===== src/rtl/mask_pkg.sv =====
package mask_pkg;

  // ================================================
  // color lanes
  // ================================================

  // lane index, one thresholder per lane
  typedef enum logic [1:0] {
    CH_RED,
    CH_GREEN,
    CH_BLUE
  } channel_e;

  // number of lanes in the mask path
  localparam int NUM_CHANNELS = 3;

  // one widened 8-bit color channel
  typedef logic [7:0] channel_t;

  // per-lane bound values, indexed by channel_e
  typedef channel_t bounds_t [NUM_CHANNELS];

  // ================================================
  // frame statistics
  // ================================================

  // player pixels per frame
  // 2^21 covers a full 1280x720 frame
  typedef logic [20:0] count_t;

endpackage


===== src/rtl/video_pkg.sv =====
package video_pkg;

  // ================================================
  // camera pixel format
  // ================================================

  // rgb565 word as it comes off the camera path
  // red in the top five bits, blue in the bottom five
  typedef struct packed {
    logic [4:0] red;
    logic [5:0] green;
    logic [4:0] blue;
  } rgb565_t;

  // ================================================
  // screen geometry
  // ================================================

  // horizontal position, wide enough for 1280 columns
  typedef logic [10:0] hcount_t;

  // vertical position, wide enough for 720 lines
  typedef logic [9:0] vcount_t;

  // default active frame size, 720p
  localparam int DEFAULT_SCREEN_WIDTH = 1280;
  localparam int DEFAULT_SCREEN_HEIGHT = 720;

endpackage


===== src/rtl/channel_threshold.sv =====
module channel_threshold (
  input  logic                clk_camera,
  input  logic                recent_reset,
  input  mask_pkg::channel_t  value_i,
  input  mask_pkg::channel_t  lower_i,
  input  mask_pkg::channel_t  upper_i,
  output logic                in_range_o
);

  // ================================================
  // inclusive window compare
  // ================================================

  logic above_lower;
  logic below_upper;

  // both edges count as inside
  assign above_lower = (value_i >= lower_i);
  assign below_upper = (value_i <= upper_i);

  // lower above upper gives an empty window
  // so such a lane never passes

  // one register stage, matches the combiner alignment
  always_ff @(posedge clk_camera) begin
    if (recent_reset) begin
      in_range_o <= 1'b0;
    end else begin
      in_range_o <= above_lower && below_upper;
    end
  end

endmodule


===== src/rtl/pixel_unpacker.sv =====
module pixel_unpacker #(
  parameter int SCREEN_WIDTH = video_pkg::DEFAULT_SCREEN_WIDTH,
  parameter int SCREEN_HEIGHT = video_pkg::DEFAULT_SCREEN_HEIGHT
) (
  input  logic                clk_camera,
  input  logic                recent_reset,
  input  logic                pixel_valid_i,
  input  video_pkg::rgb565_t  pixel_i,
  input  video_pkg::hcount_t  hcount_i,
  input  video_pkg::vcount_t  vcount_i,
  output logic                valid_o,
  output logic                last_o,
  output mask_pkg::channel_t  chan_o [mask_pkg::NUM_CHANNELS],
  output video_pkg::hcount_t  hcount_o,
  output video_pkg::vcount_t  vcount_o
);

  // coordinates of the final pixel in a frame
  localparam video_pkg::hcount_t LAST_HCOUNT = video_pkg::hcount_t'(SCREEN_WIDTH - 1);
  localparam video_pkg::vcount_t LAST_VCOUNT = video_pkg::vcount_t'(SCREEN_HEIGHT - 1);

  logic at_frame_end;

  // bottom right corner of the active area
  assign at_frame_end = (hcount_i == LAST_HCOUNT) && (vcount_i == LAST_VCOUNT);

  // strobe and frame-end flag
  always_ff @(posedge clk_camera) begin
    if (recent_reset) begin
      valid_o <= 1'b0;
      last_o <= 1'b0;
    end else begin
      valid_o <= pixel_valid_i;
      // only a real pixel can close the frame
      last_o <= pixel_valid_i && at_frame_end;
    end
  end

  // widen 5:6:5 into 8:8:8
  // low bits zero filled, no rounding
  always_ff @(posedge clk_camera) begin
    if (pixel_valid_i) begin
      chan_o[mask_pkg::CH_RED] <= {pixel_i.red, 3'b000};
      chan_o[mask_pkg::CH_GREEN] <= {pixel_i.green, 2'b00};
      chan_o[mask_pkg::CH_BLUE] <= {pixel_i.blue, 3'b000};
      // coordinates ride along with the channels
      hcount_o <= hcount_i;
      vcount_o <= vcount_i;
    end
  end

endmodule


===== src/rtl/player_mask_combiner.sv =====
module player_mask_combiner (
  input  logic                                clk_camera,
  input  logic                                recent_reset,
  input  logic                                valid_i,
  input  logic                                last_i,
  input  video_pkg::hcount_t                  hcount_i,
  input  video_pkg::vcount_t                  vcount_i,
  input  logic [mask_pkg::NUM_CHANNELS-1:0]   in_range_i,
  output logic                                mask_valid_o,
  output logic                                mask_o,
  output video_pkg::hcount_t                  hcount_o,
  output video_pkg::vcount_t                  vcount_o,
  output mask_pkg::count_t                    frame_count_o,
  output logic                                frame_done_o
);

  // ================================================
  // alignment with the lane results
  // ================================================

  logic valid_q;
  logic last_q;
  logic player_px;
  logic frame_end;
  mask_pkg::count_t running_count;
  mask_pkg::count_t next_count;

  // thresholders add one stage, so delay the side signals by one
  always_ff @(posedge clk_camera) begin
    if (recent_reset) begin
      valid_q <= 1'b0;
      last_q <= 1'b0;
    end else begin
      valid_q <= valid_i;
      last_q <= valid_i && last_i;
    end
  end

  // coordinates only move with a pixel
  always_ff @(posedge clk_camera) begin
    if (valid_i) begin
      hcount_o <= hcount_i;
      vcount_o <= vcount_i;
    end
  end

  // player pixel needs every lane inside its window
  assign mask_o = &in_range_i;
  assign mask_valid_o = valid_q;

  // ================================================
  // per-frame player pixel count
  // ================================================

  // only qualified pixels add to the count
  assign player_px = valid_q && mask_o;
  assign frame_end = valid_q && last_q;

  // running total including the pixel now at the output
  assign next_count = running_count + mask_pkg::count_t'(player_px);

  always_ff @(posedge clk_camera) begin
    if (recent_reset) begin
      running_count <= '0;
      frame_done_o <= 1'b0;
    end else begin
      // one cycle pulse on the aligned last pixel
      frame_done_o <= frame_end;
      if (frame_end) begin
        // next frame starts from zero
        running_count <= '0;
      end else begin
        running_count <= next_count;
      end
    end
  end

  // final count, last pixel included
  always_ff @(posedge clk_camera) begin
    if (frame_end) begin
      frame_count_o <= next_count;
    end
  end

endmodule


===== src/rtl/player_mask_top.sv =====
module player_mask_top #(
  parameter int SCREEN_WIDTH = video_pkg::DEFAULT_SCREEN_WIDTH,
  parameter int SCREEN_HEIGHT = video_pkg::DEFAULT_SCREEN_HEIGHT
) (
  input  logic                clk_camera,
  input  logic                recent_reset,
  input  logic                pixel_valid_i,
  input  video_pkg::rgb565_t  pixel_i,
  input  video_pkg::hcount_t  hcount_i,
  input  video_pkg::vcount_t  vcount_i,
  input  mask_pkg::bounds_t   lower_bound_i,
  input  mask_pkg::bounds_t   upper_bound_i,
  output logic                mask_valid_o,
  output logic                mask_o,
  output video_pkg::hcount_t  hcount_o,
  output video_pkg::vcount_t  vcount_o,
  output mask_pkg::count_t    frame_count_o,
  output logic                frame_done_o
);

  // unpacker to lanes and combiner
  logic                                 unpack_valid;
  logic                                 unpack_last;
  mask_pkg::channel_t                   unpack_chan [mask_pkg::NUM_CHANNELS];
  video_pkg::hcount_t                   unpack_hcount;
  video_pkg::vcount_t                   unpack_vcount;
  // one result bit per lane
  wire logic [mask_pkg::NUM_CHANNELS-1:0] lane_in_range;

  // ================================================
  // rgb565 to three 8-bit lanes
  // ================================================
  pixel_unpacker #(
    .SCREEN_WIDTH(SCREEN_WIDTH),
    .SCREEN_HEIGHT(SCREEN_HEIGHT)
  ) i_unpacker (
    .clk_camera(clk_camera),
    .recent_reset(recent_reset),
    .pixel_valid_i(pixel_valid_i),
    .pixel_i(pixel_i),
    .hcount_i(hcount_i),
    .vcount_i(vcount_i),
    .valid_o(unpack_valid),
    .last_o(unpack_last),
    .chan_o(unpack_chan),
    .hcount_o(unpack_hcount),
    .vcount_o(unpack_vcount)
  );

  // one thresholder per color lane
  for (genvar lane = int'(mask_pkg::CH_RED); lane <= int'(mask_pkg::CH_BLUE);
       lane++) begin : g_lane
    channel_threshold i_threshold (
      .clk_camera(clk_camera),
      .recent_reset(recent_reset),
      .value_i(unpack_chan[lane]),
      .lower_i(lower_bound_i[lane]),
      .upper_i(upper_bound_i[lane]),
      .in_range_o(lane_in_range[lane])
    );
  end

  // ================================================
  // lane merge and frame statistics
  // ================================================
  player_mask_combiner i_combiner (
    .clk_camera(clk_camera),
    .recent_reset(recent_reset),
    .valid_i(unpack_valid),
    .last_i(unpack_last),
    .hcount_i(unpack_hcount),
    .vcount_i(unpack_vcount),
    .in_range_i(lane_in_range),
    .mask_valid_o(mask_valid_o),
    .mask_o(mask_o),
    .hcount_o(hcount_o),
    .vcount_o(vcount_o),
    .frame_count_o(frame_count_o),
    .frame_done_o(frame_done_o)
  );

endmodule


===== config.mk =====
export PLATFORM = sky130hd
export DESIGN_NAME = player_mask_top
export DESIGN_NICKNAME = d
export VERILOG_FILES = /design/src/rtl/mask_pkg.sv /design/src/rtl/video_pkg.sv /design/src/rtl/channel_threshold.sv /design/src/rtl/pixel_unpacker.sv /design/src/rtl/player_mask_combiner.sv /design/src/rtl/player_mask_top.sv
export SDC_FILE = /design/constraint.sdc
export NUM_CORES = 1
export LEC_CHECK = 0
export ABC_AREA = 0
export BUFFER_PORTS_ARGS = -buffer_cell sky130_fd_sc_hd__buf_4
export CAP_MARGIN = 20
export CORE_UTILIZATION = 46
export DETAILED_ROUTE_END_ITERATION = 10
export GPL_ROUTABILITY_DRIVEN = 0
export GPL_TIMING_DRIVEN = 1
export PLACE_DENSITY = 0.76
export SLEW_MARGIN = 0
export SYNTH_ARGS = -nofsm -noshare
export SYNTH_HDL_FRONTEND = slang
export SYNTH_SLANG_ARGS = --single-unit

===== constraint.sdc =====
create_clock -name clk_camera -period 2.1 [get_ports clk_camera]
set_input_delay 0.21 -clock clk_camera [delete_from_list [all_inputs] [get_ports clk_camera]]
set_output_delay 0.21 -clock clk_camera [all_outputs]
set_load 0.02 [all_outputs]

==> reports/summary.txt, run 1 <==
Initial Util: 0.481
Clock Tree Root: clkbuf_8
Most used flip-flop cell after synthesis: edfxtp_1
Relative slew slack: 0.608
WL/cell: 14.0 um
EDFF count, synth: 79
Die width: 101 um
Max FO, Critical Path: 4
CTS sink count: 108
Main combinational cell family by area after synthesis: simple AND/OR/NAND/NOR gates
Worst-path clk slew: 0.11 ns
Sequential share of the synthesized area: 0.655
Antenna violations before repair: 0
Reg2reg setup slack: 0.16 ns
Final Hold Fails: 0
Number of max-cap violations: 0
Worst vdd ir: 0.419 mV
Startpoint Class: flip-flop
Post-synthesis simple-gate area fraction: 0.130
Final min period: 1.94 ns
Diode count: 0
CP Class: reg -> reg
Crit path max-delay cell type: dfxtp_1
Detailed router's first-iteration violation count: 54
Synth Area in Adders: 0.0943
Final Total Pwr: 4.20 mW
Final setup violating endpoints: 0
Rows: 35
Compound-cell area share of the yosys netlist: 0.0380
CP Capture Point: i_combiner.frame_count_o[20]
Synth cell types: 35
Top cells by area, synth: edfxtp_1 53%, dfxtp_1 13%, ha_1 9.4%, inv_1 2.9%, and2_1 2.6%
Worst hold slack: 0.0257 ns
Largest net degree at the start of global routing: 25
Vias: 3,081
Post-synth ARST share: 0
Setup Skew: 0.0161 ns
Layout Cells excl Fill: 630
Achievable clock frequency: 517 MHz
Area delta synth->final: 37.1%
Post-DRT Antenna Nets: 0
Core footprint: 0.00937 mm2
Placement Cell Area: 0.00569 mm2
Worst setup path startpoint: g_lane[1].i_threshold.in_range_o
Global-route wire length before repair: 13,300 um
Tot GR Track Use: 0.172
CTS H-Tree Depth: 3
Crit path DAT: 2.06 ns
Worst R2R End: i_combiner.frame_count_o[20]
IO Pins: 133
Critical-path cell list: and3_2, and2_1, ha_1, ha_1, nand3_2, nor4_4, nand3_1, xnor2_1
Syn avg cell area: 13.9 um2
GRT Residual Overflow: 0
Worst min-delay path class: in -> reg
TritonCTS clock tree: done
Height of the die: 101 um
Final instance area: 0.00618 mm2
Fraction of layout cells with a size suffix above 1: 0.327
RR Startpoint: g_lane[1].i_threshold.in_range_o
Drt first pass iters: 4
CP required: 2.22 ns
Yosys reg bits: 108
Critical path capture point type: flip-flop
Hpwl dp: 6410 um
Post-Syn Area: 0.00451 mm2
Nets: 618
Clk buf depth: 2
Synthesized instance count: 324
Post-Synth XOR/XNOR Area: 0.0369
Synth warn: 0
Syn nets: 446
Status: completed
Synth top area share: 0.526
Worst path max stage delay: 0.32 ns
Static leakage: 2.79 nW
Via-per-instance ratio: 4.89
Fin crit share: 0.922
DR DRC count: 0
Slew @ Worst Pin: 0.588 ns
IO buf count: 132
Die ar.: 0.0102 mm2
Cell taking the most area after synthesis: edfxtp_1
R2R depth: 8
Max Slew Vio Count: 0
Clk_lat worst skew: 0.36 ns
Top post-synthesis cells by count: 79 x edfxtp_1, 35 x inv_1, 34 x ha_1
Total CTS buffers: 9
Vias in the first global route: 2,956
Power density cells: 679 mW/mm2
Drt total wl: 8820 um
Post-synthesis mux area share: 0.0133
Cell count after placement: 587
Most common cell in the netlist: edfxtp_1
Crit-path most repeated cell: ha_1
cells by family after synthesis:
group                      count (synthesis)
DFF                                      108
adders and majority gates                 34
xor gates and xnor gates                  19
AOI/OAI and AO/OA                         25
and+or+nand+nor                           93
muxes                                      6
buffers and inverters                     39
per-stage QoR:
| step | setup slack, ns | util | TNS, ns |
|---|---|---|---|
| final | 0.165 | 0.660 | 0 |
| after global routing | -0.0163 | 0.660 | -0.0203 |
| after CTS | 0.131 | 0.632 | 0 |
| after detailed placement | 0.124 | 0.607 | 0 |
| after global placement | 0.179 | 0.607 | 0 |
| after floorplan | 0.125 | - | 0 |
critical path, delay by kind of cell (launching register included):
family	cells	cell delay [ns]
simple gates	5	0.83
flops	1	0.32
xor+xnor	1	0.16
fa+ha+maj	2	0.39
where the power goes:
part	internal [mW]	switching, mW	leakage (nW)
sequential	2.39	0.0376	1.01
clock	0.584	0.739	0.107
combinational	0.253	0.200	1.67
worst min path at each step:
stage                                         end  slack (ns)          from  depth (start not counted)
after floorplan           i_combiner.mask_valid_o        0.29  recent_reset                          1
after global placement      i_unpacker.chan_o[11]        0.39    pixel_i[6]                          1
after detailed placement    i_unpacker.chan_o[20]        0.39   pixel_i[12]                          1
after CTS                   i_unpacker.chan_o[12]      0.0002    pixel_i[7]                          1
after global routing       i_unpacker.hcount_o[9]       0.002   hcount_i[9]                          1
final                      i_unpacker.hcount_o[7]        0.03   hcount_i[7]                          1
state kept, by name (all words and copies together), names as in the netlist:
register	flops
i_unpacker.valid_o	1
i_unpacker.last_o	1
i_combiner.frame_done_o	1
i_unpacker.chan_o	16
i_combiner.last_q	1
i_combiner.hcount_o	11
i_unpacker.hcount_o	11
i_combiner.mask_valid_o	1
i_combiner.running_count	21
i_unpacker.vcount_o	10
g_lane.i_threshold.in_range_o	3
i_combiner.vcount_o	10
i_combiner.frame_count_o	21
final cells by class:
class	count	area, um2
Fill cell	696	3190
Sequential cell	108	2950
Multi-Input combinational cell	177	1420
Timing Repair Buffer	165	1300
Tap cell	129	161
Inverter	35	131
Clock buffer	9	124
Clock inverter	7	93.8
cells in the final DEF (no fill, tap or decap), types with 2 or more instances in the layout:
master,count
and4_1,3
ha_1,34
nor4_4,2
a221oi_1,2
dfxtp_1,29
nor4_1,3
o31ai_1,3
dlygate4sd3_1,25
and2_1,19
buf_4,140
nor3_1,5
a21oi_1,12
nor2_1,5
inv_1,35
xnor2_1,11
nand2_1,22
nand4_1,5
clkbuf_8,9
nand4_4,2
nor4b_1,4
edfxtp_1,79
or3_1,6
mux2i_1,6
o2111a_1,2
nand3_1,8
nor2b_1,3
xor2_1,7
a221o_1,2
a21o_1,2
inv_8,2
what timing repair did:
item | 4_1_cts | 5_1_grt
setup buffers | 0 | 2
endpoints found under the setup margin | 0 | 3
resized for setup | 0 | 1
hold endpoints to repair | 1 | 24
hold buffers | 1 | 24
metal layers:
layer  routed length, um  share of wire  GRT usage
met1                3390           0.38      0.187
met2                4860           0.55      0.322
met3                 450          0.051     0.0527
met4                 118          0.013     0.0446
met5                   0              0          0
Note: power is estimated with default switching activity, not from simulation.
==> run 2, diff against run 1 <==
CORE_UTILIZATION = 37   (was 46)
PLACE_DENSITY = 0.64   (was 0.76)
==> reports/summary.txt, run 2 (synthesis results as in run 1) <==
Crit path DAT: 2.10 ns (was 2.06 ns)
Final min period: 2.01 ns (was 1.94 ns)
Area delta synth->final: 34.2% (was 37.1%)
Detailed router's first-iteration violation count: 69 (was 54)
Unrepaired setup endpoints after global routing: true
R2R depth: 9 (was 8)
Nets: 595 (was 618)
Final setup violating endpoints: 0 (unchanged)
Global-route wire length before repair: 14,300 um (was 13,300 um)
Hpwl dp: 6710 um (was 6410 um)
Clock Tree Root: clkbuf_16 (was clkbuf_8)
Worst setup path startpoint: g_lane[2].i_threshold.in_range_o (was g_lane[1].i_threshold.in_range_o)
Worst hold slack: 0.0370 ns (was 0.0257 ns)
Status: completed (unchanged)
RR Startpoint: g_lane[2].i_threshold.in_range_o (was g_lane[1].i_threshold.in_range_o)
Rows: 39 (was 35)
Setup ws final: 0.0857 ns (was 0.165 ns)
Drt first pass iters: 4 (unchanged)
Antenna violations before repair: 0 (unchanged)
Cell count after placement: 602 (was 587)
Vias in the first global route: 3,071 (was 2,956)
WL/cell: 13.6 um (was 14.0 um)
Relative slew slack: 0.695 (was 0.608)
Largest net degree at the start of global routing: 22 (was 25)
Max Slew Vio Count: 0 (unchanged)
CP Capture Point: i_combiner.frame_count_o[16] (was i_combiner.frame_count_o[20])
Startpoint Class: flip-flop (unchanged)
GRT Residual Overflow: 0 (unchanged)
Total CTS buffers: 9 (unchanged)
Core footprint: 0.0117 mm2 (was 0.00937 mm2)
Initial Util: 0.387 (was 0.481)
Clk_lat worst skew: 0.34 ns (was 0.36 ns)
CP Class: reg -> reg (unchanged)
DR DRC count: 0 (unchanged)
Fraction of layout cells with a size suffix above 1: 0.354 (was 0.327)
Slew @ Worst Pin: 0.458 ns (was 0.588 ns)
Setup Skew: 0.00736 ns (was 0.0161 ns)
Via-per-instance ratio: 4.63 (was 4.89)
Die width: 112 um (was 101 um)
IO buf count: 132 (unchanged)
Power density cells: 739 mW/mm2 (was 679 mW/mm2)
Worst R2R End: i_combiner.frame_count_o[16] (was i_combiner.frame_count_o[20])
Worst min-delay path class: in -> reg (unchanged)
Top flop regs: i_combiner.frame_count_o (21), i_combiner.running_count (21), i_unpacker.chan_o (16) (unchanged)
Most frequent cells in the layout: 142 x buf_4, 79 x edfxtp_1, 35 x inv_1 (was 140 x buf_4, 79 x edfxtp_1, 35 x inv_1)
CP required: 2.19 ns (was 2.22 ns)
Layout Cells excl Fill: 621 (was 630)
Achievable clock frequency: 496 MHz (was 517 MHz)
Diode count: 0 (unchanged)
Post-Place Worst Slack: 0.101 ns (was 0.124 ns)
Fin crit share: 0.959 (was 0.922)
TritonCTS clock tree: done (unchanged)
Die ar.: 0.0126 mm2 (was 0.0102 mm2)
Number of max-cap violations: 0 (unchanged)
Max FO, Critical Path: 4 (unchanged)
Static leakage: 2.73 nW (was 2.79 nW)
Reg2reg setup slack: 0.09 ns (was 0.16 ns)
CTS sink count: 108 (unchanged)
Post-DRT Antenna Nets: 0 (unchanged)
Clk buf depth: 2 (unchanged)
Drt total wl: 8470 um (was 8820 um)
Fill count: 1,002 (was 696)
Most common cell after layout, fill and taps aside: buf_4 (unchanged)
Tot GR Track Use: 0.146 (was 0.172)
Final Hold Fails: 0 (unchanged)
Height of the die: 112 um (was 101 um)
CTS H-Tree Depth: 3 (unchanged)
Critical path capture point type: flip-flop (unchanged)
Vias: 2,878 (was 3,081)
Worst-path clk slew: 0.07 ns (was 0.11 ns)
Hold_buf cts: 0 (was 1)
Worst vdd ir: 0.349 mV (was 0.419 mV)
IO Pins: 133 (unchanged)
==> run 2: critical path: stages, from the launching register on <==
cell	delay [ns]
dfxtp_1	0.32
and3_2	0.19
and2_1	0.14
ha_2	0.19
ha_2	0.19
nand3_2	0.11
nor4_4	0.21
buf_4	0.18
nand3_2	0.10
xnor2_1	0.14
==> run 2: worst min-delay path by stage <==
stage	startpoint	end	slack (ns)	depth (start not counted)
finish	pixel_i[5]	i_unpacker.chan_o[10]	0.04	1
global route	pixel_i[12]	i_unpacker.chan_o[20]	0.02	1
CTS	pixel_i[6]	i_unpacker.chan_o[11]	0.02	1
detailed placement	pixel_i[12]	i_unpacker.chan_o[20]	0.39	1
global placement	pixel_i[7]	i_unpacker.chan_o[12]	0.39	1
floorplan	recent_reset	i_combiner.mask_valid_o	0.29	1
==> run 2: routing by layer <==
metal,track usage,wire length (um)
met1,0.161,3510
met3,0.0448,416
met4,0.0427,46
met2,0.267,4500
met5,0,0
==> run 2: what timing repair did <==
item	4_1_cts	5_1_grt
buffers inserted	0	3
setup endpoints to repair	0	7
resized for setup	0	4
==> run 2: layout make-up <==
cell class	instances	area [um2]	area share
clock buffers	10	239	0.0395
clock inverters	6	55.1	0.00910
inverters	35	131	0.0217
multi-input cells	177	1430	0.236
flip-flops and latches	108	2950	0.488
well taps	143	179	0.0296
repair buffers	142	1070	0.176
==> run 2: metrics by stage <==
step | TNS (ns) | cell area [um2] | utilization | power [mW]
2_1_floorplan | 0 | 4510 | - | 2.64
3_3_place_gp | 0 | 5720 | 0.490 | 2.87
3_5_place_dp | 0 | 5720 | 0.490 | 2.89
4_1_cts | 0 | 6010 | 0.516 | 4.53
5_1_grt | -0.0133 | 6050 | 0.519 | 4.67
6_report | 0 | 6050 | 0.519 | 4.47
==> run 2: report_power, final <==
part	switching, mW	total [mW]	internal, mW
Combinational	0.190	0.413	0.223
Clock	0.770	1.63	0.862
Sequential	0.0369	2.42	2.39
Total	0.997	4.47	3.47
